## src/include/fetch_consts.svh

```systemverilog
// fetch subsystem constants
`ifndef FETCH_CONSTS_SVH
`define FETCH_CONSTS_SVH

////////////////////////////////////////////////////////////
// fetch width
////////////////////////////////////////////////////////////

// instruction slots per fetched word
// slot split assumes two 32-bit slots in one 64-bit word
`define NUM_SUPER 2

// pc after reset
`define RESET_PC 64'h0

////////////////////////////////////////////////////////////
// storage depths
////////////////////////////////////////////////////////////

// branch target buffer entries, index is pc[4:2]
`define BTB_DEPTH 8

// memory depth in 64-bit words, word address is pc[10:3]
`define MEM_WORDS 256

`endif

```

## src/rtl/fetch_pkg.sv

```systemverilog
// fetch path types
`include "fetch_consts.svh"

package fetch_pkg;

  // byte address, also the program counter
  typedef logic [63:0] addr_t;

  // one instruction slot
  typedef logic [31:0] inst_t;

  // one valid bit per slot
  typedef logic [`NUM_SUPER-1:0] slot_mask_t;

  // btb index, taken from pc bits above the instruction offset
  typedef logic [$clog2(`BTB_DEPTH)-1:0] btb_idx_t;

  // btb tag, the pc bits above the index
  typedef logic [63-$clog2(`BTB_DEPTH)-2:0] btb_tag_t;

endpackage

```

## src/rtl/mem_pkg.sv

```systemverilog
// memory side types
`include "fetch_consts.svh"

package mem_pkg;

  // one memory word
  typedef logic [63:0] word_t;

  // word address into the unified memory
  typedef logic [$clog2(`MEM_WORDS)-1:0] waddr_t;

  // one write enable per byte lane
  typedef logic [7:0] bmask_t;

  // arbiter winner, also tags the response one cycle later
  typedef enum logic [1:0] {GRANT_NONE, GRANT_FETCH, GRANT_DATA} grant_t;

endpackage

```

## src/rtl/data_port.sv

```systemverilog
// load and store request port
module data_port (
  input  logic             clock,
  input  logic             reset,
  input  logic             data_cmd,
  input  logic             data_cmd_we,
  input  fetch_pkg::addr_t data_cmd_addr,
  input  mem_pkg::word_t   data_cmd_wdata,
  input  mem_pkg::bmask_t  data_cmd_bmask,
  input  logic             data_grant,
  input  logic             data_rvalid,
  input  mem_pkg::word_t   rdata,
  output logic             data_req,
  output mem_pkg::waddr_t  data_addr,
  output logic             data_we,
  output mem_pkg::word_t   data_wdata,
  output mem_pkg::bmask_t  data_bmask,
  output logic             data_busy,
  output mem_pkg::word_t   load_data,
  output logic             load_valid
);
  import mem_pkg::*;

  logic   busy_q;
  // last granted access was a load
  logic   load_q;
  logic   accept;
  waddr_t addr_q;
  word_t  wdata_q;
  bmask_t bmask_q;
  logic   we_q;

  assign accept = data_cmd && !busy_q;

  // held until granted, freed the cycle after
  always_ff @(posedge clock)
  begin
    if (reset)
    begin
      busy_q <= 1'b0;
      load_q <= 1'b0;
    end
    else
    begin
      if (accept)
        busy_q <= 1'b1;
      else if (data_grant)
        busy_q <= 1'b0;
      if (data_grant)
        load_q <= !we_q;
    end
  end

  // command payload, byte address turned into a word address
  always_ff @(posedge clock)
  begin
    if (accept)
    begin
      we_q    <= data_cmd_we;
      addr_q  <= data_cmd_addr[$bits(waddr_t)+2:3];
      wdata_q <= data_cmd_wdata;
      bmask_q <= data_cmd_bmask;
    end
  end

  assign data_req   = busy_q;
  assign data_busy  = busy_q;
  assign data_addr  = addr_q;
  assign data_we    = we_q;
  assign data_wdata = wdata_q;
  assign data_bmask = bmask_q;

  // stores get a response strobe too, it is not reported
  assign load_valid = data_rvalid && load_q;
  assign load_data  = rdata;

endmodule

```

## config.mk

```make
export PLATFORM = sky130hd
export DESIGN_NAME = data_port
export DESIGN_NICKNAME = d
export VERILOG_FILES = /design/src/rtl/fetch_pkg.sv /design/src/rtl/mem_pkg.sv /design/src/rtl/data_port.sv
export VERILOG_INCLUDE_DIRS = /design/src /design/src/include
export SDC_FILE = /design/constraint.sdc
export NUM_CORES = 1
export LEC_CHECK = 0
export BUFFER_PORTS_ARGS = -buffer_cell sky130_fd_sc_hd__buf_2
export CAP_MARGIN = 20
export CORE_AREA = 4 4 134 136
export DETAILED_ROUTE_END_ITERATION = 16
export DIE_AREA = 0 0 138 140
export GPL_TIMING_DRIVEN = 0
export PLACE_DENSITY_LB_ADDON = 0.05
export SETUP_SLACK_MARGIN = 0.15
export SYNTH_ARGS = -nofsm -noshare
export SYNTH_HDL_FRONTEND = slang
export SYNTH_SLANG_ARGS = --single-unit
```

## constraint.sdc

```tcl
create_clock -name clock -period 5.2 [get_ports clock]
set_clock_uncertainty 0.2 [all_clocks]
set_input_delay 0.52 -clock clock [delete_from_list [all_inputs] [get_ports clock]]
set_output_delay 0.52 -clock clock [all_outputs]
set_load 0.05 [all_outputs]
```

Yosys cells after proc, flatten, opt, wreduce, memory -nomap -nowiden
Index checks and enable logic that the tools add are counted.
- multiplexer cells: 2
- reduce and logical (&&, ||, !) cells: 5
- operators with widths (cell ; number):
    logical AND 1 bit ; 2
    logical NOT 1 bit ; 2
    two-way mux 1 bit ; 2
    nonzero test 2 bit ; 1
- flip-flop bits (word level): 83
- output and inout port bits: 148
- word-level logic and storage cells: 13

Longest topological paths before layout
- depth in word-level cells: 3
- mapped depth: 2
- gate-level depth less buffers: 2

Least setup slack after synthesis
Ideal clock, no wire load.
- path type: reg-to-reg
- from: reg busy_q (netlist: data_busy)
- to: reg addr_q[0] (netlist: data_addr[0]), enable pin
- setup slack: 319 ps
- arrival time: 4151 ps
- data required time: 4470 ps
- cell stages (with the launch flop): 2
- library setup time: 530 ps
- cells stage by stage: dfxtp_1 nor2b_1
- cells in the longest elaborated chain, start to end: 2
- ends and longest elaborated chain (item ; RTL line ; text):
    start, declared ; data_port.sv:24 ; logic busy_q;
    start signal, assigned ; data_port.sv:40 ; busy_q <= 1'b0;
    start signal, assigned ; data_port.sv:46 ; busy_q <= 1'b1;
    start signal, assigned ; data_port.sv:48 ; busy_q <= 1'b0;
    logical NOT 1 bit ; data_port.sv:33 ; assign accept = data_cmd && !busy_q;
    logical AND 1 bit ; data_port.sv:33 ;
    named net accept ; data_port.sv:27 ; logic accept;
    end signal, assigned ; data_port.sv:60 ; addr_q <= data_cmd_addr[$bits(waddr_t)+2:3];
    end, declared ; data_port.sv:28 ; waddr_t addr_q;
The timed path passes the listed nets, and every way through them passes these cells.
A chain may end at the register's enable or synchronous reset.

Worst setup path in the final report
- from: reg busy_q (netlist: data_busy)
- to: out data_req
- RTL lines (item ; RTL line ; text):
    end, declared ; data_port.sv:13 ; output logic data_req,
No word-level cell between the ends.

==> results.md <==
- Die height: around 140 um
- Final cycle utilization of the critical path: 0.365
- WP data arrival: 1.18 ns
- Met2 usage: 0.115
- Max Cap Viol: 0
- Hold Path Sink: load_q
- Post CTS Setup Buffer Count: 0
- Setup Crit Path Kind: flip-flop to output port
- Final-stage net count: 606
- Cell area power density: 386 nW/um2
- CP max-delay cell: dfxtp_1
- Minimum clock period: roughly 1.9 ns
- Drt wl/cell: between 10 and 15 um
- Top Ports: approximately 350
- Drt via density: 3.36
- Total Power: approximately 1.9 mW
- Router iterations before antenna repair: 4
- Busiest grt layer: met2
- Antenna violations before repair: 2
- TritonCTS buffer count: 9
- HP Class: input port to flip-flop
- Global-route wire length before repair: approximately 13000 um
- Number of distinct library cells after synthesis: 8
- Net Sw Frac: 0.298
- Hold_buf cts: 0
- Fillers: 1795
- GR Util met3: 0.0748
- Layout cell share with drive strength beyond 1: 0.775
- Worst R2R Path Depth: 2
- Met1 Resource Use GR: 0.0954
- Number of cells after detailed placement: slightly above 600
- Internal: 1.30 mW
- FF-to-FF Start: data_busy
- Most common cell after layout, fill and taps aside: buf_2
- Final wirelength: 8450 um
- Worst r2r dst: data_wdata[41]
- Logic pwr share: 0.210
- Remaining antenna violation count after routing: 0
- Final setup violation count: 0
- CP top delay family: flip-flops
- Die ar.: around 19000 um2
- Most frequent cells in the layout: buf_2 (233), edfxtp_1 (81), buf_4 (65)
- Port Buffers: between 200 and 250
- Antenna Cells: 0
- Row cnt: between 40 and 50
- Total gr overflow: 0
- Worst-skew pair later-pin latency: roughly 0.33 ns
- Clk pwr share: 0.362
- Critical Path Stages: 2
- Critical path's largest stage delay: roughly 0.45 ns
- WP data required: roughly 4.5 ns
- Starting Density: 0.177
- Core ar.: 16900 um2
- Post-cts sizing count: 0
- Worst Setup Start Kind: flip-flop
- LEAKAGE: ~2.2 nW
- RSZ-0062 raised after global routing: false
- Hold Crit Depth: 2
- Post-Syn Area: 3000 um2
- Vias in the first global route: approximately 2.2k
- Crit end category: output port
- Final hold violation count: 0
- Die Wd: ~140 um
- DR vias: 2114
- DRC: 0
- Largest net degree at the start of global routing: 32
- Register share of total power: 0.428
- Placer Congestion: roughly 0.67
- Clock transition at path regs: ~0.060 ns
- Final cell count without fillers: 630
- Psw: around 0.55 mW
- Worst path bufs/invs: 2
- CTS tree: yes
- Relative slew slack: 0.458
- DR iter-0 viols: around 110
- Worst reg2reg setup slack: 3.34 ns
- CTS sink count: 83
- Root Buffer: clkbuf_16
- Crit path cell chain: buf_4 > buf_2
- Max Slew Vio Count: 0
- Peak Freq: 0.527 GHz
- HPWL Detailed: ~7000 um
- Seq/Total Area, Yosys: 0.824
- Seq cells post-synth: 83
- Worst VDD drop: between 0.15 and 0.2 mV
- Cells after synthesis: about 150
- Htree depth: 3
- Hold path startpoint: reset
- CTS Buffer Depth: 2
- GRT Resource Usage Total: 0.0852
- Crit path max fanout: 4
- Area Overhead vs Synth: 60.1%
- YS warnings: 0
- Worst-Margin Slew: approximately 0.81 ns
- Post-Syn Nets: 360
- Synthesized area per cell: 19.5 um2
- Status: finished, final reports clean
final cells by class:
type,instances,area [um2],share of cell area
Sequential cell,83,2470,0.515
Timing Repair Buffer,235,1210,0.251
Buffer,65,488,0.102
Tap cell,225,282,0.0586
Clock buffer,10,229,0.0477
Clock inverter,6,80.1,0.0167
Multi-Input combinational cell,6,47.5,0.00990
how the worst max path moves through the flow:
| stage | start | to | slack [ns] |
|---|---|---|---|
| final | data_busy | data_req | 3.30 |
| after global routing | data_busy | data_wdata[18] | 3.22 |
| after CTS | data_busy | data_req | 3.27 |
| after detailed placement | data_cmd | data_wdata[25] | 3.06 |
| after global placement | data_cmd | data_wdata[26] | -1.92 |
| after floorplan | data_busy | data_addr[0] | 0.32 |
state kept, by name, indices dropped and copies added (netlist names):
| signal | count |
|---|---|
| data_busy | 1 |
| data_wdata | 64 |
| data_addr | 8 |
| load_q | 1 |
| data_we | 1 |
| data_bmask | 8 |
routing by layer:
| metal | vias up | part of all wire |
|---|---|---|
| met4 | 4 | 0.018 |
| met1 | 943 | 0.37 |
| met2 | 173 | 0.43 |
| met5 | - | 0.0025 |
| li1 | 979 | - |
| met3 | 15 | 0.19 |
cells by family (layout without fill, tap and decap cells):
| kind of cell | Yosys count | count (layout) | share of synthesized area |
|---|---|---|---|
| AND/OR/NAND/NOR | 4 | 4 | 0.00751 |
| buffers and inverters | 65 | 316 | 0.163 |
| AO/OA/AOI/OAI | 2 | 2 | 0.00584 |
| flip-flops | 83 | 83 | 0.824 |
per-stage QoR:
stage	utilization	TNS (ns)	area, um2	hold WS, ns	setup WS, ns
after floorplan	-	0	3000	0.269	0.319
after global placement	0.263	-156.50	4450	0.247	-1.92
after detailed placement	0.265	0	4500	0.256	3.06
after CTS	0.284	0	4800	0.118	3.27
after global routing	0.284	0	4800	0.125	3.22
final	0.284	0	4800	0.148	3.30
cell usage after synthesis:
| cell | count | area share |
|---|---|---|
| a211oi_1 | 1 | 0.0025 |
| and2_1 | 1 | 0.0021 |
| dfxtp_1 | 2 | 0.013 |
| edfxtp_1 | 81 | 0.81 |
| nor2b_1 | 2 | 0.0042 |
| o21ba_1 | 1 | 0.0033 |
| buf_4 | 65 | 0.16 |
| nor2_1 | 1 | 0.0012 |
power groups by stage:
stage	sequential (mW)	clock, mW	combinational, mW
2_1_floorplan	0.950	0	0.151
3_3_place_gp	0.815	0	0.389
3_5_place_dp	0.807	0	0.394
4_1_cts	0.793	0.706	0.394
5_1_grt	0.795	0.738	0.407
6_report	0.793	0.671	0.389
worst register-to-register path, delay by kind of cell, from the launching register on:
kind,cells,cell delay [ns]
buf+inv,1,0.29
flops,1,0.37
simple gates,1,0.67
(Power assumes the default switching activity.)
