$ cat src/include/fetch_consts.svh
// fetch subsystem constants
`ifndef FETCH_CONSTS_SVH
`define FETCH_CONSTS_SVH

////////////////////////////////////////////////////////////
// fetch width
////////////////////////////////////////////////////////////

// instruction slots per fetched word
// slot split assumes two 32-bit slots in one 64-bit word
`define NUM_SUPER 2

// pc after reset
`define RESET_PC 64'h0

////////////////////////////////////////////////////////////
// storage depths
////////////////////////////////////////////////////////////

// branch target buffer entries, index is pc[4:2]
`define BTB_DEPTH 8

// memory depth in 64-bit words, word address is pc[10:3]
`define MEM_WORDS 256

`endif

$ cat src/rtl/fetch_pkg.sv
// fetch path types
`include "fetch_consts.svh"

package fetch_pkg;

  // byte address, also the program counter
  typedef logic [63:0] addr_t;

  // one instruction slot
  typedef logic [31:0] inst_t;

  // one valid bit per slot
  typedef logic [`NUM_SUPER-1:0] slot_mask_t;

  // btb index, taken from pc bits above the instruction offset
  typedef logic [$clog2(`BTB_DEPTH)-1:0] btb_idx_t;

  // btb tag, the pc bits above the index
  typedef logic [63-$clog2(`BTB_DEPTH)-2:0] btb_tag_t;

endpackage

$ cat src/rtl/mem_pkg.sv
// memory side types
`include "fetch_consts.svh"

package mem_pkg;

  // one memory word
  typedef logic [63:0] word_t;

  // word address into the unified memory
  typedef logic [$clog2(`MEM_WORDS)-1:0] waddr_t;

  // one write enable per byte lane
  typedef logic [7:0] bmask_t;

  // arbiter winner, also tags the response one cycle later
  typedef enum logic [1:0] {GRANT_NONE, GRANT_FETCH, GRANT_DATA} grant_t;

endpackage

$ cat src/rtl/mem_arbiter.sv
// round-robin memory arbiter
module mem_arbiter (
  input  logic             clock,
  input  logic             reset,
  input  logic             fetch_req,
  input  fetch_pkg::addr_t fetch_addr,
  input  logic             data_req,
  input  mem_pkg::waddr_t  data_addr,
  input  logic             data_we,
  input  mem_pkg::word_t   data_wdata,
  input  mem_pkg::bmask_t  data_bmask,
  output logic             fetch_grant,
  output logic             data_grant,
  output logic             fetch_rvalid,
  output logic             data_rvalid,
  output logic             mem_en,
  output logic             mem_we,
  output mem_pkg::waddr_t  mem_addr,
  output mem_pkg::word_t   mem_wdata,
  output mem_pkg::bmask_t  mem_bmask
);
  import mem_pkg::*;

  grant_t win;
  // last winner, resets so that data goes first
  grant_t last_q;
  // routes the registered read one cycle after the grant
  grant_t route_q;

  // on contention the side that lost last time wins
  always_comb
  begin
    if (fetch_req && data_req)
      win = (last_q == GRANT_DATA) ? GRANT_FETCH : GRANT_DATA;
    else if (fetch_req)
      win = GRANT_FETCH;
    else if (data_req)
      win = GRANT_DATA;
    else
      win = GRANT_NONE;
  end

  always_ff @(posedge clock)
  begin
    if (reset)
    begin
      last_q  <= GRANT_FETCH;
      route_q <= GRANT_NONE;
    end
    else
    begin
      route_q <= win;
      if (win != GRANT_NONE)
        last_q <= win;
    end
  end

  assign fetch_grant  = (win == GRANT_FETCH);
  assign data_grant   = (win == GRANT_DATA);
  assign fetch_rvalid = (route_q == GRANT_FETCH);
  assign data_rvalid  = (route_q == GRANT_DATA);

  // memory port follows the winner
  assign mem_en    = (win != GRANT_NONE);
  assign mem_we    = data_grant && data_we;
  // fetch address is a byte address, drop the offset bits
  assign mem_addr  = data_grant ? data_addr : fetch_addr[$bits(waddr_t)+2:3];
  assign mem_wdata = data_wdata;
  assign mem_bmask = data_bmask;

endmodule

$ cat config.mk
export PLATFORM = sky130hd
export DESIGN_NAME = mem_arbiter
export DESIGN_NICKNAME = d
export VERILOG_FILES = /design/src/rtl/fetch_pkg.sv /design/src/rtl/mem_pkg.sv /design/src/rtl/mem_arbiter.sv
export VERILOG_INCLUDE_DIRS = /design/src /design/src/include
export SDC_FILE = /design/constraint.sdc
export NUM_CORES = 1
export LEC_CHECK = 0
export ABC_AREA = 1
export BUFFER_PORTS_ARGS = -buffer_cell sky130_fd_sc_hd__buf_2
export CORE_AREA = 2 2 90 92
export CTS_CLUSTER_DIAMETER = 50
export CTS_CLUSTER_SIZE = 12
export DETAILED_ROUTE_END_ITERATION = 7
export DIE_AREA = 0 0 92 94
export GPL_ROUTABILITY_DRIVEN = 0
export SLEW_MARGIN = 10
export SYNTH_ARGS = -nofsm -noshare
export SYNTH_HDL_FRONTEND = slang
export SYNTH_SLANG_ARGS = --single-unit
$ cat constraint.sdc
create_clock -name clock -period 0.9 [get_ports clock]
set_clock_uncertainty 0.05 [all_clocks]
set_input_delay 0.135 -clock clock [delete_from_list [all_inputs] [get_ports clock]]
set_output_delay 0.135 -clock clock [all_outputs]
set_load 0.005 [all_outputs]
# [Word-level counts from Yosys, hierarchy flattened]
# Cells that the tools add are included.
[word_totals] ff_bits=4 input_bits=149 output_inout_bits=86
[op_classes] eq_ne=5 n_reduce_logical=3 mux=5
[ops] op="2-bit 2-to-1 mux" count=4
[ops] op="8-bit 2-to-1 mux" count=1
[ops] op="2-bit equality test, second input constant" count=3
[ops] op="2-bit by 1-bit equality test with 1-bit output, second input constant" count=2
[ops] op="1-bit logical AND" count=2
[ops] op="2-bit nonzero test" count=1

# [Depth between registers and ports, before layout]
[logic_depth] word_depth=5 depth_mapped=7 mapped_depth_nobuf=6

# [Worst setup path after synthesis]
# OpenSTA, ideal clock, no wires.
[synth_timing] path_kind="reg-to-output" startpoint="register last_q[0]" endpoint="output port fetch_grant" path_stages_with_launch=7 slack_ns=-0.031 required_time_ns=0.715 n_path_buf=1 t_arrival_ns=0.746 path_cell_list="dfxtp_1 inv_1 nand2_1 nand2_2 clkbuf_8 nand2_1 inv_1"
[synth_via] elab_chain_cells=4
[synth_rtl] element="from (decl)" line="mem_arbiter.sv:26" text="grant_t last_q;"
[synth_rtl] element="from (signal assigned)" line="mem_arbiter.sv:54" text="last_q <= win;"
[synth_rtl] element="2-bit equality test" line="mem_arbiter.sv:34" text="win = (last_q == GRANT_DATA) ? GRANT_FETCH : GRANT_DATA;"
[synth_rtl] element="2-bit 2-to-1 mux" line="mem_arbiter.sv:34"
[synth_rtl] element="2-bit 2-to-1 mux" line="mem_arbiter.sv:33" text="if (fetch_req && data_req)"
[synth_rtl] element="2-bit by 1-bit equality test with 1-bit output" line="mem_arbiter.sv:58" text="assign fetch_grant = (win == GRANT_FETCH);"
[synth_rtl] element="to (decl)" line="mem_arbiter.sv:12" text="output logic fetch_grant,"
# No other way between the ends.

# [Worst setup path in the final report]
[layout_timing] startpoint="register last_q[0]" endpoint="output port mem_addr[5]"
[layout_via] elab_chain_cells=5
[layout_rtl] element="2-bit equality test" line="mem_arbiter.sv:34"
[layout_rtl] element="2-bit 2-to-1 mux" line="mem_arbiter.sv:34"
[layout_rtl] element="2-bit 2-to-1 mux" line="mem_arbiter.sv:33"
[layout_rtl] element="2-bit equality test" line="mem_arbiter.sv:59" text="assign data_grant = (win == GRANT_DATA);"
[layout_rtl] element="8-bit 2-to-1 mux" line="mem_arbiter.sv:67" text="assign mem_addr = data_grant ? data_addr : fetch_addr[$bits(waddr_t)+2:3];"
[layout_rtl] element="to (decl)" line="mem_arbiter.sv:18" text="output mem_pkg::waddr_t mem_addr,"
# No other way between the ends.

==> impl_metrics.json <==
{
  "die_area_um2": 8648,
  "end_kind": "output pin",
  "grt_max_degree": 9,
  "drv_cap": 0,
  "violations": "negative setup slack",
  "synthMuxAreaShare_pct": 0,
  "cp-start-kind": "register",
  "synth-seq-area-share_pct": 9.440,
  "wire_per_inst_um": 10.54,
  "clkSinkCount": 4,
  "cpPeakStageDelay_ns": 0.31,
  "post-cts-setup-buffer-count": 0,
  "start_util_pct": 11.15,
  "setup_violations": 17,
  "maxSlewHeadroom_pct": 87.55,
  "crit_fanout": 6,
  "path_clk_slew_ns": 0.03,
  "grt_use_total_pct": 4.721,
  "synthXorXnorAreaFrac_pct": 0,
  "cts_tree": "yes",
  "slew_violations": 0,
  "rrSetupSlack_ns": -0.10,
  "rr_worst_depth": 7,
  "portBuffers": 34,
  "drive_gt1_share_pct": 69.07,
  "synth_compound_area_share_pct": 0.5900,
  "dp_cells": 195,
  "rr_startpoint": "last_q[0]",
  "finalNonFillerCells": 199,
  "hold_path_end": "route_q[0]",
  "crit_required_ns": 0.71,
  "yosys.area_share.simple_pct": 19.76,
  "dr.pass1.iters": 2,
  "cp_cell_sequence": "inv_2, nand2_2, nand2_4, buf_8, nand3_2, nand2_1, buf_2",
  "synth_warnings": 0,
  "pin_count": 235,
  "pwr_density_cell_nw_per_um2": 1102,
  "cts_buffers": 3,
  "via_count": 561,
  "final.setup.tns_ns": -4.409,
  "syn_inst": 127,
  "grt_pass1_vias": 577,
  "synth_area_leaders": "buf_4, dfxtp_1, nand2_1",
  "drc": 0,
  "rsz0062_at_grt": "true",
  "routed_wl_um": 2098,
  "min_path_type": "input pin to register",
  "crit_arrival_ns": 1.11,
  "nFillCells": 905,
  "fin_ws_ns": -0.3972,
  "h-tree-depth": 1,
  "area_growth_pct": -7.227,
  "worstMarginPinSlew_ns": 0.1861,
  "synth_top_family_by_area": "buffers and inverters",
  "synth-adder-area-share_pct": 0,
  "hp-start": "reset",
  "cts_root_buf": "clkbuf_8",
  "cts_buffer_depth": 2,
  "critPathSlowestCell": "dfxtp_2",
  "fp.dieW_um": 92,
  "synth_seq_cells": 4,
  "synth_top_area_share_pct": 63.72,
  "outcome": "finished, violations left",
  "min_period_ns": 1.297,
  "worstReg2RegEnd": "last_q[1]",
  "antenna_found_initial": 0,
  "leakage_uw": 0.0004124,
  "final_cell_mix": "buf_2, nand2_1, nand3_2",
  "avgSynthCellArea_um2": 6.680,
  "clk_latency_ns": 0.22,
  "num_rows": 32,
  "antennaDiodeCount": 0,
  "ir_drop_uv": 245.0,
  "fin_crit_sh_pct": 144.1,
  "synth_nets": 276,
  "core_um2": 7607,
  "hold_viol_final": 0,
  "worst_hold_path.num_cells": 2,
  "overflow": 0,
  "grt_pass1_wl_um": 2967,
  "synth_area_leader_cell": "buf_4",
  "final_nets": 248,
  "synth_cell_types": 10,
  "setup.worst_path.class": "register to output pin",
  "fmax_ghz": 0.7709,
  "ant_nets": 0,
  "via_per_inst": 2.819,
  "die_h_um": 94,
  "synth_area_um2": 848.3,
  "post-dp-hpwl_um": 1599,
  "drtIter0Drc": 9,
  "final_common_cell": "buf_2"
}
## worst max path at each step
stage,startpoint,end,slack (ns)
floorplan,last_q[0],mem_addr[0],-0.03
global placement,last_q[0],mem_we,-0.17
detailed placement,last_q[0],mem_we,-0.20
CTS,last_q[0],fetch_grant,-0.42
global route,last_q[0],mem_addr[0],-0.50
finish,last_q[0],mem_addr[5],-0.40
## through the flow
| step | util (%) | total power [uW] | worst slack (ns) | area [um^2] | hold slack [ns] |
|---|---|---|---|---|---|
| after floorplan | - | 563.2 | -0.03023 | 853.3 | 0.1572 |
| after global placement | 8.339 | 433.2 | -0.1679 | 634.4 | 0.2200 |
| after detailed placement | 8.339 | 438.2 | -0.1987 | 634.4 | 0.2200 |
| after CTS | 10.10 | 871.9 | -0.4227 | 768.2 | 0.04760 |
| after global routing | 10.35 | 932.0 | -0.5041 | 787.0 | 0.06237 |
| final | 10.35 | 867.4 | -0.3972 | 787.0 | 0.05350 |
## state kept, by name, summed over array words and instances (netlist names)
name     flops
route_q      2
last_q       2
## routing by layer
metal  part of all wire, %  routed length, um  up-vias  track usage, %
li1                      -                  -      252               -
met1                    27                569      236           3.668
met2                    46                975       42           6.863
met3                    18                385       31           3.291
met4                   8.0                168        0           6.219
met5                     0                  0        -               0
## worst max-delay path, delay by kind of cell, from the launching register on
kind                   cells  cell delay, ns
DFF                        1            0.31
and+or+nand+nor            4            0.30
buffers and inverters      3            0.29
## cells by family (layout without fill, tap and decap cells)
family,count (synthesis),in the layout
buffers and inverters,84,53
AND/OR/NAND/NOR,38,39
flip-flops,4,4
AO/OA/AOI/OAI,1,1
## synth_stat cells
library cell  instances
buf_4                72
nand2_1              20
inv_1                11
nand3_1              10
nor2_1                5
dfxtp_1               4
nand2_2               2
clkbuf_8              1
nand2_4               1
o21ai_0               1
## area by class of cell
type / instances / area (um^2) / area share, %
Tap cell: 102 / 127.6 / 16.22
Multi-Input combinational cell: 40 / 257.7 / 32.75
Clock buffer: 3 / 41.29 / 5.246
Inverter: 11 / 46.29 / 5.882
Timing Repair Buffer: 39 / 229.0 / 29.09
Sequential cell: 4 / 85.08 / 10.81
## repair_timing
| item | CTS | global route |
|---|---|---|
| setup endpoints to repair | 17 | 17 |
| pin swaps | 12 | 3 |
| hold buffers | 0 | 0 |
| resized for setup | 23 | 6 |
| gates cloned | 1 | 0 |
| endpoints found under the hold margin | 0 | 0 |
## power by group
| part | switching, uW | leakage [uW] | internal (uW) |
|---|---|---|---|
| combinational | 152 | 0.000357 | 143 |
| clock | 86.5 | 0.0000216 | 284 |
| sequential | 7.53 | 0.0000340 | 194 |
(Power assumes the default switching activity.)
