### src/include/fetch_consts.svh
// fetch subsystem constants
`ifndef FETCH_CONSTS_SVH
`define FETCH_CONSTS_SVH

////////////////////////////////////////////////////////////
// fetch width
////////////////////////////////////////////////////////////

// instruction slots per fetched word
// slot split assumes two 32-bit slots in one 64-bit word
`define NUM_SUPER 2

// pc after reset
`define RESET_PC 64'h0

////////////////////////////////////////////////////////////
// storage depths
////////////////////////////////////////////////////////////

// branch target buffer entries, index is pc[4:2]
`define BTB_DEPTH 8

// memory depth in 64-bit words, word address is pc[10:3]
`define MEM_WORDS 256

`endif

### src/rtl/fetch_pkg.sv
// fetch path types
`include "fetch_consts.svh"

package fetch_pkg;

  // byte address, also the program counter
  typedef logic [63:0] addr_t;

  // one instruction slot
  typedef logic [31:0] inst_t;

  // one valid bit per slot
  typedef logic [`NUM_SUPER-1:0] slot_mask_t;

  // btb index, taken from pc bits above the instruction offset
  typedef logic [$clog2(`BTB_DEPTH)-1:0] btb_idx_t;

  // btb tag, the pc bits above the index
  typedef logic [63-$clog2(`BTB_DEPTH)-2:0] btb_tag_t;

endpackage

### src/rtl/branch_predictor.sv
// direct-mapped branch target buffer
`include "fetch_consts.svh"

module branch_predictor (
  input  logic                  clock,
  input  logic                  reset,
  input  fetch_pkg::addr_t      pc,
  input  fetch_pkg::slot_mask_t raw_mask,
  input  logic                  redirect,
  input  fetch_pkg::addr_t      redirect_pc,
  input  logic                  btb_wr,
  input  fetch_pkg::addr_t      btb_wr_pc,
  input  fetch_pkg::addr_t      btb_wr_target,
  output fetch_pkg::addr_t      next_pc,
  output logic                  take,
  output fetch_pkg::slot_mask_t final_mask
);
  import fetch_pkg::*;

  // entry storage
  logic     btb_valid [`BTB_DEPTH];
  btb_tag_t btb_tag [`BTB_DEPTH];
  addr_t    btb_target [`BTB_DEPTH];

  addr_t    slot_pc [`NUM_SUPER];
  logic     hit [`NUM_SUPER];

  function automatic btb_idx_t idx_of(input addr_t a);
    return a[$bits(btb_idx_t)+1:2];
  endfunction

  function automatic btb_tag_t tag_of(input addr_t a);
    return a[63:$bits(btb_idx_t)+2];
  endfunction

  ////////////////////////////////////////////////////////////
  // buffer update
  ////////////////////////////////////////////////////////////

  // new entry visible from the next clock
  always_ff @(posedge clock)
  begin
    if (reset)
    begin
      for (int e = 0; e < `BTB_DEPTH; e++)
        btb_valid[e] <= 1'b0;
    end
    else if (btb_wr)
      btb_valid[idx_of(btb_wr_pc)] <= 1'b1;
  end

  // tag and target of the written entry
  always_ff @(posedge clock)
  begin
    if (btb_wr)
    begin
      btb_tag[idx_of(btb_wr_pc)]    <= tag_of(btb_wr_pc);
      btb_target[idx_of(btb_wr_pc)] <= btb_wr_target;
    end
  end

  ////////////////////////////////////////////////////////////
  // lookup and next pc
  ////////////////////////////////////////////////////////////

  // both slots looked up in parallel
  always_comb
  begin
    for (int s = 0; s < `NUM_SUPER; s++)
    begin
      slot_pc[s] = {pc[63:3], 3'b000} + addr_t'(4 * s);
      hit[s]     = raw_mask[s] && btb_valid[idx_of(slot_pc[s])] &&
                   (btb_tag[idx_of(slot_pc[s])] == tag_of(slot_pc[s]));
    end
  end

  // redirect wins over everything, then the earlier slot
  always_comb
  begin
    if (redirect)
      next_pc = redirect_pc;
    else if (hit[0])
      next_pc = btb_target[idx_of(slot_pc[0])];
    else if (hit[1])
      next_pc = btb_target[idx_of(slot_pc[1])];
    else
      next_pc = slot_pc[0] + 64'd8;
  end

  assign take = redirect;

  // redirect kills the word in flight, a slot 0 hit kills slot 1
  assign final_mask[0] = raw_mask[0] && !redirect;
  assign final_mask[1] = raw_mask[1] && !redirect && !hit[0];

endmodule

### config.mk
export PLATFORM = sky130hd
export DESIGN_NAME = branch_predictor
export DESIGN_NICKNAME = d
export VERILOG_FILES = /design/src/rtl/fetch_pkg.sv /design/src/rtl/branch_predictor.sv
export VERILOG_INCLUDE_DIRS = /design/src /design/src/include
export SDC_FILE = /design/constraint.sdc
export NUM_CORES = 1
export LEC_CHECK = 0
export ABC_CLOCK_PERIOD_IN_PS = 16300
export BUFFER_PORTS_ARGS = -buffer_cell sky130_fd_sc_hd__buf_2
export CORE_ASPECT_RATIO = 0.8
export CORE_UTILIZATION = 59
export CTS_CLUSTER_SIZE = 20
export DETAILED_ROUTE_END_ITERATION = 6
export PLACE_DENSITY = 0.81
export SKIP_CTS_REPAIR_TIMING = 1
export SLEW_MARGIN = 20
export SYNTH_ARGS = -nofsm -noshare
export SYNTH_HDL_FRONTEND = slang
export SYNTH_SLANG_ARGS = --single-unit
### constraint.sdc
create_clock -name clock -period 16.3 [get_ports clock]
set_input_delay 3.26 -clock clock [delete_from_list [all_inputs] [get_ports clock]]
set_output_delay 3.26 -clock clock [all_outputs]
set_load 0.02 [all_outputs]
### Yosys cells after proc, flatten, opt, wreduce, memory -nomap -nowiden

Memories as Yosys holds them, arrays and structs flattened.
Cells that the tools add are included.
Widths: inputs -> output; s select.

* bits in registers: 0
* bits in latches: 0
* RAM bits: 992
* ROM bits: 0
* input bits: 262
* output and inout port bits: 67
* word-level logic and storage cells: 29
* memories: 3

Memories
* btb_target: words 8, bits a word 64, read ports 2, clocked after memory_dff 0, wr ports 1, RTL line branch_predictor.sv:23 `` addr_t btb_target [`BTB_DEPTH]; ``
* btb_tag: words 8, bits a word 59, read ports 2, clocked after memory_dff 0, wr ports 1, RTL line branch_predictor.sv:22 `` btb_tag_t btb_tag [`BTB_DEPTH]; ``
* btb_valid: words 8, bits a word 1, read ports 2, clocked after memory_dff 0, wr ports 8, RTL line branch_predictor.sv:21 `` logic btb_valid [`BTB_DEPTH]; ``

* add/sub/neg operators: 2
* $mul: 0
* divide/modulo/power cells: 0
* $lt $le $gt $ge: 0
* eq/ne operators: 2
* shift-type cells: 0
* multiplexer cells: 12
* bitwise operators: 0
* reduce and logical (&&, ||, !) cells: 10

Operators by type and width (number)
* $mux 64: 3
* $eq 59x59->1: 2
* $add 64x3->64 const B: 1
* $add 64x4->64 const B: 1
* $mux 1: 8
* $logic_and 1x1->1: 7
* $mux 3: 1
* $logic_not 1->1: 2
* $reduce_or 1->1: 1

### Depth between registers and ports, before layout

An unclocked memory read counts as a cell.

* depth in word-level cells: 7
* gate-level depth with buffers: 15
* gate-level depth less buffers: 8

### Worst setup path after synthesis

OpenSTA, ideal clock, no wires.

* kind: input to register
* start point: input btb_wr_pc[2]
* end point: memory btb_tag[0][0] (netlist name), enable pin
* library setup time: 0.760 ns
* arrival: 11.803 ns
* required time: 15.540 ns
* path slack: 3.738 ns
* stages on the path: 1
* buffers on the path: 0
* cells stage by stage: nor3_1

RTL lines
* start: declaration: RTL line branch_predictor.sv:12 `input fetch_pkg::addr_t btb_wr_pc,`
* end: declaration: RTL line branch_predictor.sv:22

Straight into the memory's write port.

### Worst setup path after layout

* start point: input pc[4]
* end point: output next_pc[49]

* longest elaborated chain between the ends: 7
* elaborated cells between the ends (all ways): 14
* those cells by class: add/sub: 2; eq/ne: 2; mux: 3; reduce/logical: 4; memory: 3

RTL lines
* start: declaration: RTL line branch_predictor.sv:7 `input fetch_pkg::addr_t pc,`
* $add 64x3->64: RTL line branch_predictor.sv:71 `slot_pc[s] = {pc[63:3], 3'b000} + addr_t'(4 * s);`
* $mem_v2 8x59 / $mem_v2 8x1 (equally long branches)
* $eq 59x59->1 / $logic_and 1x1->1 (equally long branches): RTL line branch_predictor.sv:73, branch_predictor.sv:72
* $logic_and 1x1->1: RTL line branch_predictor.sv:72 `hit[s] = raw_mask[s] && btb_valid[idx_of(slot_pc[s])] &&`
* $mux 64: RTL line branch_predictor.sv:84 `else if (hit[1])`
* $mux 64 *: RTL line branch_predictor.sv:82 `else if (hit[0])`
* $mux 64 *: RTL line branch_predictor.sv:80 `if (redirect)`
* end: declaration: RTL line branch_predictor.sv:14 `output fetch_pkg::addr_t next_pc,`

Every way passes the cells marked *; elsewhere a longest branch is shown, timed or not.

==> impl_metrics.ini <==
[outcome]
status = completed

[timing]
whs_ns = 0.4721
min_period_ns = 12.09
drv_slew = 0
period_share_pct = 74.17
worst_pin_slew_ns = 1.363
setup_viol_count_final = 0
timing.fmax_mhz = 82.72
rsz0062_at_grt = false
fin_setup_tns_ns = 0
fin_skew_ns = 0
finalHoldViolations = 0
relSlewSlack_pct = 8.317
worst_slack_ns = 4.211

[detailed_routing]
wirelength_um = 113300
wire_per_inst_um = 32.08
ant_nets = 0
vias = 23810
drc_errors = 0
via_per_inst = 6.738
first_pass_iters = 6
drt_iter0_drc = 3227

[pwr]
powerDensity_nw_per_um2 = 116.9
leakage_nw = 15.91
ir_drop_mv = 0.1254
seq_power_share_pct = 53.1
combPwrFrac_pct = 8.0
p_switching_mw = 1.237
p_sw_share_pct = 22.53
p_clk_share_pct = 38.9
p_int_mw = 4.252

[final_layout]
n_fill_cell = 4321
multi_input_area_sq_um = 11050
fin_util_pct = 67.89
drive_gt1_share_pct = 28.74
nNetsFinal = 2787
layout_commonest_cell = edfxtp_1
layout_common_cells = edfxtp_1 (984), buf_2 (321), mux4_2 (215), mux2i_1 (154), clkbuf_16 (95)
register_area_sq_um = 29710
syn2layout_area_growth_pct = 13.15

[floorplan]
ios = 329
initial_core_util_pct = 60.00
core_sq_um = 69190
die-area_sq_um = 71430
num_rows = 86
die_y_um = 239.2
die_w_um = 298.6

[critical_path]
worstPathArrival_ns = 8.83
crit_required_ns = 13.04
worst_setup_path_end_kind = output pin
cp_max_fo = 108
start_kind = input pin
setup.worst_path.class = input pin to output pin

[hold_path]
hold_class = flop to flop

[grt]
grt_pass1_vias = 22990
grt_usage_pct = 31.94
antenna_found_initial = 27
overflow = 0
grt_pass1_wl_um = 161300
grt_max_degree = 109

[logic_synthesis]
synthArstFlopShare_pct = 0
synth_edf_count = 984
synth_area_sq_um = 41510
ys_seq_elements = 992
synth_cells = 2206
ys.warnings.count = 0
synth_top_flop_cell = edfxtp_1
synth_seq_area_share_pct = 71.57
ys_types = 70
syn_avg_cell_area_sq_um = 18.82
synth_fp_nets = 2469

[clocking]
clockBufferDepth = 3
cts_made_buffers = 94
clockRootBuffer = clkbuf_16
clock-sinks = 992
clkLatencyLatePin_ns = 0.65
htree_levels = 3
clk_pin_slew_worst_paths_ns = 0.06
cts_tree = done

[placed_design]
dp_hpwl_um = 75360
io_buffers = 323
gp_congestion = 0.9689
pre_cts_ws_ns = 4.299

[run]
maxCapViolations = 0
[flip-flops by register name (all words and copies together), names as in the netlist]
register,flops
btb_target,512
btb_tag,472
btb_valid,8
[final cells by class]
class	instances	area share, %
Antenna cell	10	0.05328
Clock buffer	119	5.296
Clock inverter	52	1.081
Inverter	37	0.2957
Multi-Input combinational cell	1045	23.53
Sequential cell	992	63.25
Tap cell	924	2.461
Timing Repair Buffer	354	4.033
[critical path, stage by stage]
cell	delay, ns
buf_8	0.41
buf_12	0.53
buf_4	0.83
mux4_2	0.42
inv_1	0.10
a211oi_1	0.22
nor4b_1	0.49
and4_1	0.28
nand3_1	0.56
nand2b_2	0.24
buf_4	0.53
o21ai_0	0.30
buf_2	0.23
[worst paths after layout]
path	start	end	slack [ns]	cells after the start
max reg2reg	btb_valid[6]	btb_valid[6]	15.64	2
min reg2reg	btb_valid[2]	btb_valid[2]	0.47	2
max	pc[4]	next_pc[49]	4.21	13
min	btb_valid[2]	btb_valid[2]	0.47	2
[layer usage]
layer,part of all wire [%],vias up,wire length (um),GRT usage (%)
met4,2.8,34,3120,8.967
met2,47,1502,53680,49.21
met5,0.18,-,207,0
li1,-,9727,-,-
met3,11,232,12360,7.610
met1,39,12310,43970,46.17
[cell usage after synthesis (all sizes together) (5+ instances only)]
cell,number,area [sq um]
a21oi,17,85.08
a221oi,7,61.31
a22o,5,43.79
a22oi,71,533.0
a2bb2oi,9,78.83
and2,6,37.54
and4,12,105.1
buf,65,421.7
clkbuf,67,251.5
dfxtp,8,160.2
edfxtp,984,29550
inv,36,135.1
mux2,24,274.0
mux2i,154,1541
mux4,215,4842
nand2,49,183.9
nand2b,12,75.07
nand3,32,160.2
nand4,22,137.6
nor2,53,198.9
nor2b,9,56.30
nor3,21,105.1
nor4,15,93.84
o2111ai,7,61.31
o211ai,6,45.04
o21ai,73,365.4
o22ai,24,150.1
o2bb2ai,12,105.1
or3b,7,61.31
or4,5,37.54
xnor2,93,814.5
xor2,26,227.7
[power by group through the flow]
stage / sequential [mW] / clock [mW] / combinational (mW)
finish: 2.91 / 2.14 / 0.441
global route: 2.92 / 2.25 / 0.461
CTS: 2.91 / 2.16 / 0.437
detailed placement: 2.97 / 0 / 0.433
global placement: 2.96 / 0 / 0.424
floorplan: 2.97 / 0 / 0.250
[per-stage QoR]
step                instances  power (mW)  area [sq um]
floorplan                2206       3.219         41510
finish                   3533       5.489         46970
detailed placement       3352       3.400         43950
CTS                      3523       5.507         46950
global route             3525       5.630         46950
global placement         3352       3.383         43950
[cells by family (layout without fill, tap and decap cells)]
kind of cell	Yosys count	in the layout	share of synthesized area (%)
AOI/OAI and AO/OA	267	267	4.449
xor gates and xnor gates	119	119	2.511
adders and majority gates	1	1	0.03014
buffers and inverters	169	562	1.956
DFF	992	992	71.57
muxes	393	393	16.04
other	0	10	0
and+or+nand+nor	265	265	3.448
Power figures use the tool's default switching activity.
