[src/include/fetch_consts.svh]
// fetch subsystem constants
`ifndef FETCH_CONSTS_SVH
`define FETCH_CONSTS_SVH

////////////////////////////////////////////////////////////
// fetch width
////////////////////////////////////////////////////////////

// instruction slots per fetched word
// slot split assumes two 32-bit slots in one 64-bit word
`define NUM_SUPER 2

// pc after reset
`define RESET_PC 64'h0

////////////////////////////////////////////////////////////
// storage depths
////////////////////////////////////////////////////////////

// branch target buffer entries, index is pc[4:2]
`define BTB_DEPTH 8

// memory depth in 64-bit words, word address is pc[10:3]
`define MEM_WORDS 256

`endif

[src/rtl/fetch_pkg.sv]
// fetch path types
`include "fetch_consts.svh"

package fetch_pkg;

  // byte address, also the program counter
  typedef logic [63:0] addr_t;

  // one instruction slot
  typedef logic [31:0] inst_t;

  // one valid bit per slot
  typedef logic [`NUM_SUPER-1:0] slot_mask_t;

  // btb index, taken from pc bits above the instruction offset
  typedef logic [$clog2(`BTB_DEPTH)-1:0] btb_idx_t;

  // btb tag, the pc bits above the index
  typedef logic [63-$clog2(`BTB_DEPTH)-2:0] btb_tag_t;

endpackage

[src/rtl/mem_pkg.sv]
// memory side types
`include "fetch_consts.svh"

package mem_pkg;

  // one memory word
  typedef logic [63:0] word_t;

  // word address into the unified memory
  typedef logic [$clog2(`MEM_WORDS)-1:0] waddr_t;

  // one write enable per byte lane
  typedef logic [7:0] bmask_t;

  // arbiter winner, also tags the response one cycle later
  typedef enum logic [1:0] {GRANT_NONE, GRANT_FETCH, GRANT_DATA} grant_t;

endpackage

[src/rtl/fetch_stage.sv]
// two-wide instruction fetch
`include "fetch_consts.svh"

module fetch_stage (
  input  logic                              clock,
  input  logic                              reset,
  input  logic                              get_next_inst,
  input  logic                              fetch_grant,
  input  logic                              fetch_rvalid,
  input  mem_pkg::word_t                    rdata,
  input  fetch_pkg::addr_t                  next_pc,
  input  logic                              take,
  input  fetch_pkg::slot_mask_t             final_mask,
  output logic                              fetch_req,
  output fetch_pkg::addr_t                  fetch_addr,
  output fetch_pkg::addr_t                  pc,
  output fetch_pkg::slot_mask_t             raw_mask,
  output fetch_pkg::inst_t [`NUM_SUPER-1:0] if_inst,
  output fetch_pkg::addr_t [`NUM_SUPER-1:0] if_npc,
  output fetch_pkg::slot_mask_t             if_valid
);
  import fetch_pkg::*;

  // pc the outstanding grant was issued for
  addr_t granted_pc;
  addr_t aligned_pc;
  // high from the first cycle after reset
  logic  run_q;
  // response belongs to the current pc
  logic  fresh;

  ////////////////////////////////////////////////////////////
  // request side
  ////////////////////////////////////////////////////////////

  assign aligned_pc = {pc[63:3], 3'b000};
  assign fetch_req  = run_q;
  assign fetch_addr = aligned_pc;

  // pc moves on redirect even under stall, otherwise only on a fresh word
  always_ff @(posedge clock)
  begin
    if (reset)
    begin
      run_q <= 1'b0;
      pc    <= `RESET_PC;
    end
    else
    begin
      run_q <= 1'b1;
      if (take || (fresh && get_next_inst))
        pc <= next_pc;
    end
  end

  // remember which pc each grant fetched
  always_ff @(posedge clock)
  begin
    if (fetch_grant)
      granted_pc <= pc;
  end

  ////////////////////////////////////////////////////////////
  // response side
  ////////////////////////////////////////////////////////////

  // a word fetched for an older pc is dropped here
  assign fresh = fetch_rvalid && (granted_pc == pc);

  // slot 0 is skipped when pc points at the upper half
  assign raw_mask[0] = fresh && !pc[2];
  assign raw_mask[1] = fresh;

  // low half is slot 0
  always_comb
  begin
    for (int s = 0; s < `NUM_SUPER; s++)
      if_inst[s] = rdata[32*s +: 32];
  end

  // slot 0 npc is pc itself when slot 0 is not used
  assign if_npc[0] = pc[2] ? pc : (pc + 64'd4);
  assign if_npc[1] = aligned_pc + 64'd8;
  // branch squash comes back from the predictor
  assign if_valid  = final_mask;

endmodule

[config.mk]
export PLATFORM = sky130hd
export DESIGN_NAME = fetch_stage
export DESIGN_NICKNAME = d
export VERILOG_FILES = /design/src/rtl/fetch_pkg.sv /design/src/rtl/mem_pkg.sv /design/src/rtl/fetch_stage.sv
export VERILOG_INCLUDE_DIRS = /design/src /design/src/include
export SDC_FILE = /design/constraint.sdc
export NUM_CORES = 1
export LEC_CHECK = 0
export ABC_AREA = 1
export BUFFER_PORTS_ARGS = -buffer_cell sky130_fd_sc_hd__buf_2
export CAP_MARGIN = 15
export CORE_AREA = 8 8 175 177
export CTS_BUF_LIST = sky130_fd_sc_hd__clkbuf_16
export DETAILED_ROUTE_END_ITERATION = 16
export DIE_AREA = 0 0 183 185
export GPL_TIMING_DRIVEN = 0
export SETUP_SLACK_MARGIN = 0.4
export SLEW_MARGIN = 5
export SYNTH_ARGS = -nofsm -noshare
export SYNTH_HDL_FRONTEND = slang
export SYNTH_SLANG_ARGS = --single-unit
[constraint.sdc]
create_clock -name clock -period 4.81 [get_ports clock]
set_clock_uncertainty 0.1 [all_clocks]
set_input_delay 0.481 -clock clock [delete_from_list [all_inputs] [get_ports clock]]
set_output_delay 0.481 -clock clock [all_outputs]
set_load 0.005 [all_outputs]
# After elaboration in Yosys (flattened, before gate mapping)
# Index checks and enable logic that the tools add are counted.
# totals
output_inout_bits	325
wordCells	13
regBits	129
input_bits	136
# classes
mux	2
addsub	2
eq_ne	1
n_reduce_logical	5
# ops
operator	count
$add 64x3->64 const B	1
$add 64x4->64 const B	1
$eq 64x64->1	1
$mux 64	1
$logic_and 1x1->1	3
$logic_not 1->1	1
$logic_or 1x1->1	1
$mux 1	1

# Logic depth before layout (Yosys ltp)
# Gate-level depths: netlist of the first run.
# logic_depth
word_depth	4
mapped_depth	15
depth_no_buf	12

# Worst setup path before layout of the first run
# No wires, ideal clock.
# synth_timing
kind	register to output
start	reg pc[4]
end	out if_npc[113] in the netlist's numbering
path_stages_with_launch	11
slack_ps	2394
required_time_ps	4229
arrival_ps	1835
path_buffers	0
path_cell_list	dfxtp_1 -> ha_1 -> nand2_1 -> nor2_4 -> nand2_1 -> inv_1 -> nand3_1 -> nor3_2 -> and3_1 -> nand3_1 -> xor2_1
# synth_lines
item	line	source
start: declaration	fetch_stage.sv:16	output fetch_pkg::addr_t pc,
start signal: assignment	fetch_stage.sv:46	pc <= `RESET_PC;
start signal: assignment	fetch_stage.sv:52	pc <= next_pc;
end: declaration	fetch_stage.sv:19	output fetch_pkg::addr_t [`NUM_SUPER-1:0] if_npc,

==> results of run 1 <==
-- layer usage --
metal / vias to the layer above / global-route usage [%] / share of wire, %
li1: 4731 / - / -
met3: 46 / 4.77 / 7.5
met2: 455 / 40.4 / 49
met1: 4394 / 27.7 / 41
met4: 0 / 7.71 / 2.5
met5: - / 0 / 0
-- final cells by class --
type,instances,area [um2],area share [%]
timing repair buffer,387,1940,16.1
clock buffer,20,500,4.17
multi-input combinational,785,3810,31.7
antenna,1,2.50,0.0208
inverter,140,526,4.37
clock inverter,12,47.5,0.396
tap,384,480,4.00
sequential,129,3220,26.8
buffer,237,1490,12.4
-- cells by family (layout without fill, tap and decap cells) --
family	count (synthesis)	in the layout	synth area share [%]
AND/OR/NAND/NOR	629	629	30.4
buffers and inverters	377	796	22.3
flip-flops	129	129	35.7
XOR/XNOR	75	75	7.28
AO/OA/AOI/OAI	73	73	4.13
other	2	8	0.0832
adder cells (fa/ha/maj)	1	1	0.139
-- critical path: cells and delay by family (launching register included) --
kind / cells / cell delay, ns
XOR/XNOR: 1 / 0.20
adder cells (fa/ha/maj): 1 / 0.32
buffers and inverters: 2 / 0.23
flip-flops: 1 / 0.62
AND/OR/NAND/NOR: 7 / 1.54
-- power by group through the flow --
| stage | clock network [mW] | registers, mW | logic [mW] |
|---|---|---|---|
| global route | 1.28 | 1.38 | 0.796 |
| finish | 1.22 | 1.36 | 0.718 |
| CTS | 1.24 | 1.36 | 0.724 |
| detailed placement | 0 | 1.39 | 0.721 |
| global placement | 0 | 1.38 | 0.719 |
| floorplan | 0 | 1.34 | 0.394 |
-- cell usage after synthesis, types with 10 or more instances --
cell type	instances	area, um2
a21oi_1	65	325
nor2_1	150	563
inv_1	132	495
buf_4	145	1090
nand3_1	88	440
xnor2_1	14	123
dfxtp_1	65	1300
xor2_1	61	534
nand4_1	42	263
edfxtp_1	64	1920
nor3_1	42	210
nand2_1	275	1030
nor4_1	10	62.6
clkbuf_1	79	297
-- worst max-delay path by stage --
| stage | startpoint | to | slack [ns] |
|---|---|---|---|
| floorplan | pc[4] | if_npc[113] | 2.39 |
| global placement | pc[3] | if_npc[113] | 1.34 |
| detailed placement | pc[4] | if_npc[113] | 1.33 |
| CTS | pc[4] | if_npc[113] | 0.86 |
| global route | pc[4] | if_npc[113] | 0.68 |
| finish | pc[4] | if_npc[113] | 0.88 |
-- sequential cells by signal (all words and copies together), names as in the netlist --
name,count
pc,64
granted_pc,64
fetch_req,1
-- metrics by stage --
stage                     util (%)  std cells  instance area [um2]  setup slack [ns]
after floorplan                  -       1291                 9040              2.39
after global placement        40.8       2062                11500              1.34
after detailed placement      40.8       2062                11500              1.33
after CTS                     42.8       2094                12000             0.857
after global routing          42.8       2095                12000             0.685
final                         42.8       2095                12000             0.879
==> flow_summary_export.csv, run 1 <==
group,metric,value,unit
sta,hold_ws,0.174,ns
sta,tightestPinTransition,1.08,ns
critical_path,endpoint_kind,"primary output",
clock_network,clk_pin_slew_worst_paths,0.06,ns
synthesis,synthArstFlopShare,0,%
clock_network,cts.sinks,129,
clock_network,cts.repair.resized,0,
synthesis,synthFlopType,"dfxtp_1",
power,switchingPower,997,uW
power,p_seq_share,41.2,%
power,leakage,6.26,nW
detailed_routing,postRouteAntennaNets,0,
critical_path,r2r_start,"pc[3]",
finish,drive_gt1_share,34.2,%
synthesis,synth-edff-count,64,
finish,syn_to_final_growth,33.1,%
sta,max_freq,254,MHz
clock_network,cts_setup_buffers,0,
placed_design,port_buffers,387,
critical_path,r2r_cells,13,
clock_network,clk_latency,0.42,ns
finish,nFillCells,2978,
sta,period_needed,3.93,ns
grt,grt_pass1_vias,9604,
synthesis,synth.avg_cell_area,7.02,um2
critical_path,cp_max_fo,9,
sta,setup_viol,0,
sta,max_slew_margin,28.1,%
floorplanning,start_util,32.1,%
detailed_routing,route.detailed.drc,0,
power,clkPwrFrac,37.1,%
min_path,holdCritStartpoint,"next_pc[61]",
critical_path,startpoint_type,"flip-flop",
clock_network,cts.htree.levels,4,
min_path,min_path_type,"primary input to flip-flop",
grt,grt.overflow.total,0,
detailed_routing,routedWlPerCell,19.5,um
power,ir_worst_vdd,0.000151,V
floorplanning,core,28100,um2
critical_path,path_cells,"ha_1 > nand2_1 > nor2_4 > nand2_1 > inv_1 > nand3_1 > nor3_2 > and3_1 > nand3_1 > xor2_1 > buf_2",
detailed_routing,dr.first_iter.drc_count,731,
detailed_routing,drt_wl_total,40.8,mm
sta,tns,0,ns
grt,grt_max_degree,65,
critical_path,critPathSlowestCell,"dfxtp_1",
detailed_routing,first_pass_iters,5,
finish,final_common_cell,"buf_2",
synthesis,synthDistinctLibCells,33,
synthesis,yosysWarnings,0,
floorplanning,dieArea,33900,um2
power,comb_power_share,21.7,%
placed_design,dp_hpwl,33.1,mm
critical_path,required,4.23,ns
grt,grt_pass1_wl,59.1,mm
floorplanning,num_rows,62,
critical_path,r2r_end,"pc[63]",
critical_path,crit_arrival,3.35,ns
clock_network,cts_inserted_buffers,17,
detailed_routing,num_vias,9626,
synthesis,ys_ff_latch,129,
finish,final_cell_mix,"buf_2 (391), nand2_1 (275), nor2_1 (150), buf_4 (146), inv_1 (138)",
finish,nets,1834,
power,p_sw_share,30.2,%
clock_network,root_buffer,"clkbuf_16",
sta,hold_violations,0,
sta,post-route-period-util,81.7,%
synthesis,ys_seq_area_share,35.7,%
synthesis,netlist_instances,1286,
sta,maxSlewViolCount,0,
synthesis,syn_area,9020,um2
power,power_density,275,nW/um2
power,internal_power,2.31,mW
floorplanning,die_h,185,um
critical_path,crit_type,"flip-flop to primary output",
min_path,min_path_cells,3,
clock_network,clockBufferDepth,2,
placed_design,gp_congestion,0.902,
floorplanning,ios,461,
grt,grt_usage,23.0,%
clock_network,cts_hold_buf,0,
min_path,min_to,"pc[61]",
detailed_routing,avgViaCountPerCell,4.59,
critical_path,slowest_delay,0.62,ns
clock_network,cts_tree,"yes",
power,finalPower,3.30,mW
sta,rsz0062_at_grt,"no",
grt,antenna_found_initial,1,
flow_run,cap_viol_max_count,0,
critical_path,rrSetupSlack,2.08,ns
floorplanning,die_x,183,um
outcome,outcome,"complete, no violations",
(Power assumes the default switching activity.)
==> run 2, diff against run 1 <==
ABC_AREA = 0   (was 1)
CORE_AREA = 8 8 172 174   (was 8 8 175 177)
DIE_AREA = 0 0 180 182   (was 0 0 183 185)
clock period = 3.6 ns   (was 4.81 ns; I/O delays follow)
==> run 2 against run 1 <==
Non-clock buffer count rose by 23. Synthesized area shrank 15%. Clock-buffer cell count is 2 lower. Largest power group unchanged. Sequential share of layout area is 2.4 points higher. Worst hold slack worse by 0.090 ns. Flip-flop and latch count stayed put. Sequential power up 31%.
==> flow_summary_export.csv, run 2 <==
group,metric,value,unit
grt,grt_use_met1,21.5,%
placed_design,post-place-ws,-0.0837,ns
synthesis,synthAdderAreaFrac,0.162,%
critical_path,required,3.14,ns
critical_path,startpoint_type,"flip-flop",
floorplanning,die_h,182,um
grt,grtUsageMet3,5.79,%
detailed_routing,route.detailed.drc,0,
synthesis,netlist_instances,841,
floorplanning,start_util,28.9,%
critical_path,path_cells,"buf_8 > nand4_4 > or4_4 > buf_6 > or4_4 > nor2_4 > nand4_1 > xnor2_1 > buf_2",
sta,period_needed,3.27,ns
clock_network,root_buffer,"clkbuf_16",
synthesis,muxShareOfSynthArea,8.30,%
grt,grt_max_degree,64,
synthesis,synth.most_common_cell,"nand2_1",
sta,hold_ws,0.0838,ns
floorplanning,dieArea,32800,um2
finish,final_common_cell,"buf_2",
sta,fin_ws,0.327,ns
critical_path,crit_type,"flip-flop to primary output",
critical_path,cp_max_fo,5,
detailed_routing,num_vias,6982,
critical_path,crit_arrival,2.81,ns
synthesis,synth_top_family_by_area,"buffers and inverters",
finish,drive_gt1_share,51.4,%
clock_network,clk_pin_slew_worst_paths,0.06,ns
synthesis,synth_area_leaders,"edfxtp_1 (25%), dfxtp_1 (17%), buf_4 (14%), xnor2_1 (9.0%), mux2i_1 (8.3%)",
clock_network,cts.sinks,129,
finish,final_cell_mix,"buf_2 (390), buf_4 (161), nand2_1 (147), clkbuf_1 (77), xnor2_1 (72)",
detailed_routing,first_pass_iters,5,
synthesis,synth-edff-count,64,
synthesis,synth_common_cells,"nand2_1 (148), buf_4 (143), clkbuf_1 (90)",
clock_network,clk_latency,0.41,ns
floorplanning,num_rows,60,
sta,setup_viol,0,
grt,grt.overflow.total,0,
power,power_density,383,nW/um2
grt,grt_usage,18.3,%
floorplanning,die_x,180,um
finish,final_cells,1626,
synthesis,synth_top_area_share,24.9,%
synthesis,synth_compound_area_share,1.43,%
synthesis,synthDistinctLibCells,38,
detailed_routing,dr.first_iter.drc_count,272,
synthesis,synthArstFlopShare,0,%
synthesis,yosys.area.top_type,"edfxtp_1",
sta,max_freq,305,MHz
finish,final_area,11200,um2
placed_design,gp_congestion,0.797,
detailed_routing,routedWlPerCell,19.3,um
sta,post-route-period-util,90.9,%
sta,maxSlewViolCount,0,
critical_path,crit_start,"pc[21]",
critical_path,r2r_start,"pc[20]",
grt,top_usage_layer,"met2",
flow_run,cap_viol_max_count,0,
critical_path,crit_top_cell,"or4_4",
min_path,min_path_cells,3,
finish,nFillCells,2695,
synthesis,synth-simple-area-share,16.1,%
grt,antenna_found_initial,2,
critical_path,critPathSlowestCell,"or4_4",
finish,syn_to_final_growth,45.6,%
placed_design,place_area,10100,um2
outcome,outcome,"complete, no violations",
placed_design,place_inst,1575,
critical_path,r2r_cells,10,
synthesis,yosysWarnings,0,
grt,met2_usage,32.2,%
grt,grt_pass1_vias,7103,
sta,hold_violations,0,
clock_network,cts_inserted_buffers,17,
power,leakage,5.66,nW
placed_design,port_buffers,387,
min_path,min_path_type,"primary input to flip-flop",
detailed_routing,drt_wl_total,31.4,mm
sta,tightestPinTransition,0.832,ns
floorplanning,core,26700,um2
power,ir_worst_vdd,0.000196,V
synthesis,syn_area,7710,um2
synthesis,synth.avg_cell_area,9.17,um2
synthesis,synthFlopType,"dfxtp_1",
detailed_routing,avgViaCountPerCell,4.29,
sta,max_slew_margin,44.5,%
clock_network,cts_tree,"yes",
power,finalPower,4.30,mW
clock_network,clockBufferDepth,2,
placed_design,dp_hpwl,24.3,mm
critical_path,slowest_delay,0.51,ns
critical_path,endpoint_kind,"primary output",
synthesis,ys_ff_latch,129,
floorplanning,ios,461,
synthesis,ys_seq_area_share,41.8,%
sta,rsz0062_at_grt,"yes",
min_path,holdCritStartpoint,"next_pc[6]",
detailed_routing,postRouteAntennaNets,0,
clock_network,cts.htree.levels,4,
grt,grt_pass1_wl,45.7,mm
finish,nets,1407,
synthesis,synth_xor_area_share,12.3,%
## run 2: cell types whose count changed in the layout (fill, tap and decap cells not counted), sizes merged, moves of 6 or more
cell	before	now
nor2	153	15
nand2	275	148
inv	145	23
a21oi	65	0
xnor2	14	79
mux2i	0	64
nand3	89	29
nor3	45	9
xor2	61	29
nand4	42	21
buf	545	562
and4	0	8
and3	2	8
or2	6	0
## run 2: cell type report
class / instances / area [um2] / area share (%)
flip-flops and latches: 129 / 3280 / 29.2
multi-input cells: 456 / 3190 / 28.4
repair buffers: 404 / 2120 / 18.8
plain buffers: 243 / 1550 / 13.8
clock buffers: 18 / 450 / 4.01
well taps: 341 / 427 / 3.80
clock inverters: 14 / 141 / 1.26
inverters: 19 / 71.3 / 0.635
diodes: 2 / 5.00 / 0.0446
## run 2: final timing paths
kind | end | slack, ns
worst max-delay path | if_npc[122] | 0.33
worst min register to register | granted_pc[6] | 0.37
worst max register to register | pc[27] | 0.69
worst min-delay path | pc[6] | 0.08
## run 2: kinds of logic after synthesis
family / count (synthesis)
multiplexers: 64
AND/OR/NAND/NOR: 261
other: 2
XOR/XNOR: 108
AO/OA/AOI/OAI: 14
buffers and inverters: 262
flip-flops: 129
adder cells (fa/ha/maj): 1
## run 2: metrics by stage
stage,utilization [%],TNS (ns)
finish,42.2,0
global route,42.2,0
CTS,41.4,0
detailed placement,38.0,-0.164
global placement,37.9,-0.0799
floorplan,-,0
## run 2: power by group
| group | leakage, nW | total, mW | switching (mW) | internal, mW |
|---|---|---|---|---|
| Combinational | 4.17 | 0.781 | 0.354 | 0.426 |
| Clock | 0.284 | 1.74 | 0.681 | 1.06 |
| Sequential | 1.20 | 1.78 | 0.138 | 1.64 |
## run 2: critical path: cells and delay by family (launching register included)
kind          cells  cell delay, ns
xor+xnor          1            0.17
simple gates      5            1.45
buf+inv           3            0.40
flops             1            0.37
## run 2: what timing repair did
item | CTS | global route
setup endpoints to repair | 105 | 93
gates resized for setup | 67 | 62
cloned | 1 | 0
hold buffers | 0 | 0
buffers inserted | 8 | 8
hold endpoints to repair | 0 | 0
pin swaps | 12 | 12
## run 2: metal layers
| layer | part of all wire, % | up-vias |
|---|---|---|
| met4 | 0.97 | 0 |
| met3 | 7.2 | 18 |
| met1 | 41 | 3218 |
| met5 | 0 | - |
| met2 | 50 | 298 |
| li1 | - | 3448 |
==> run 3, diff against run 2 <==
SETUP_SLACK_MARGIN = 0.15   (was 0.4)
==> run 3 against run 2 <==
Cell count fell by 0.55%. Cell area down 2.1%. Largest power group unchanged. Highest routed layer unchanged. Core utilization is 0.91 points lower. First-iteration DRC count up 5.9%. Flip-flop and latch count is the same.
==> flow_summary_export.csv, run 3 (synthesized netlist as in run 2, its figures left out) <==
group,metric,value,unit
outcome,outcome,"complete, no violations",
critical_path,crit_type,"flip-flop to primary output",
critical_path,crit_top_cell,"or4_4",
detailed_routing,postRouteAntennaNets,0,
sta,rsz0062_at_grt,"yes",
sta,max_freq,300,MHz
floorplanning,dieArea,32800,um2
floorplanning,num_rows,60,
detailed_routing,first_pass_iters,4,
power,leakage,5.53,nW
clock_network,clockBufferDepth,2,
detailed_routing,drt_wl_total,31.2,mm
critical_path,path_cells,"buf_6 > nand3_4 > or4_4 > buf_4 > or4_4 > nor2_8 > nand3_1 > xnor2_1 > buf_2",
grt,grt_usage,18.2,%
clock_network,clk_pin_slew_worst_paths,0.06,ns
power,power_density,389,nW/um2
critical_path,required,3.14,ns
sta,max_slew_margin,42.5,%
power,ir_worst_vdd,0.000195,V
finish,final_area,11000,um2
placed_design,place_area,10100,um2
detailed_routing,route.detailed.drc,0,
floorplanning,die_x,180,um
placed_design,port_buffers,387,
detailed_routing,routedWlPerCell,19.3,um
sta,setup_viol,0,
finish,syn_to_final_growth,42.5,%
sta,hold_violations,0,
clock_network,clk_latency,0.41,ns
grt,grt_pass1_wl,45.4,mm
finish,drive_gt1_share,49.0,%
finish,final_cells,1617,
grt,grt_max_degree,64,
detailed_routing,dr.first_iter.drc_count,288,
placed_design,dp_hpwl,24.3,mm
critical_path,crit_arrival,2.87,ns
floorplanning,core,26700,um2
clock_network,cts.htree.levels,4,
min_path,min_path_type,"primary input to flip-flop",
clock_network,cts_tree,"yes",
clock_network,cts_inserted_buffers,17,
critical_path,critPathSlowestCell,"or4_4",
sta,hold_ws,0.0813,ns
placed_design,gp_congestion,0.797,
critical_path,crit_buf_inv,3,
grt,grt.overflow.total,0,
grt,antenna_found_initial,2,
clock_network,root_buffer,"clkbuf_16",
floorplanning,ios,461,
sta,tns,0,ns
critical_path,startpoint_type,"flip-flop",
floorplanning,die_h,182,um
critical_path,slowest_delay,0.54,ns
finish,final_common_cell,"buf_2",
floorplanning,start_util,28.9,%
critical_path,endpoint_kind,"primary output",
clock_network,cts_hold_buf,0,
detailed_routing,num_vias,6934,
clock_network,cts.sinks,129,
sta,tightestPinTransition,0.862,ns
sta,maxSlewViolCount,0,
grt,grt_pass1_vias,7091,
critical_path,crit_family,"simple AND/OR/NAND/NOR gates",
sta,period_needed,3.33,ns
finish,nets,1398,
placed_design,place_inst,1575,
detailed_routing,avgViaCountPerCell,4.29,
power,finalPower,4.28,mW
sta,post-route-period-util,92.4,%
finish,final_cell_mix,"buf_2 (392), buf_4 (151), nand2_1 (148), clkbuf_1 (79), xnor2_1 (78)",
critical_path,cp_max_fo,7,
flow_run,cap_viol_max_count,0,
## run 3: cell types whose count changed in the layout (fill, tap and decap cells not counted), sizes merged
cell / before / now
buf: 562 / 548
clkbuf: 103 / 108
## run 3: layer usage
| layer | vias to the layer above | GRT usage (%) | share of wire (%) |
|---|---|---|---|
| li1 | 3440 | - | - |
| met1 | 3202 | 21.3 | 42 |
| met2 | 280 | 32.1 | 50 |
| met3 | 12 | 5.79 | 6.9 |
| met4 | 0 | 3.83 | 0.79 |
| met5 | - | 0 | 0 |
## run 3: final timing paths
check             cells after the start         from        endpoint  slack [ns]
setup reg to reg                      9       pc[16]          pc[27]        0.51
setup / recovery                      9       pc[29]     if_npc[125]        0.27
hold reg to reg                       0       pc[20]  granted_pc[20]        0.39
hold / removal                        3  next_pc[13]          pc[13]        0.08
## run 3: area by class of cell
| class | count | area, um2 |
|---|---|---|
| repair buffers | 395 | 2030 |
| well taps | 341 | 427 |
| inverters | 19 | 71.3 |
| plain buffers | 243 | 1510 |
| flip-flops and latches | 129 | 3270 |
| multi-input cells | 456 | 3090 |
| diodes | 2 | 5.00 |
| fillers | 2711 | 15700 |
| clock buffers | 18 | 450 |
| clock inverters | 14 | 141 |
## run 3: worst min-delay path: stages
cell,delay (ns)
buf_2,0.09
nand2_1,0.04
mux2i_1,0.05
## run 3: power by group
group	switching, mW	internal (mW)
sequential	0.136	1.64
clock	0.678	1.06
combinational	0.350	0.415
## run 3: through the flow
stage               worst slack (ns)  util, %
CTS                            0.154     41.0
detailed placement           -0.0837     38.0
finish                         0.272     41.2
global placement             -0.0542     37.9
global route                   0.146     41.2
floorplan                      0.918        -
## run 3: repair_timing
action	in CTS	in global routing
setup buffers	7	0
setup endpoints to repair	45	25
pin swaps	5	6
cloned	0	1
gates resized for setup	46	25
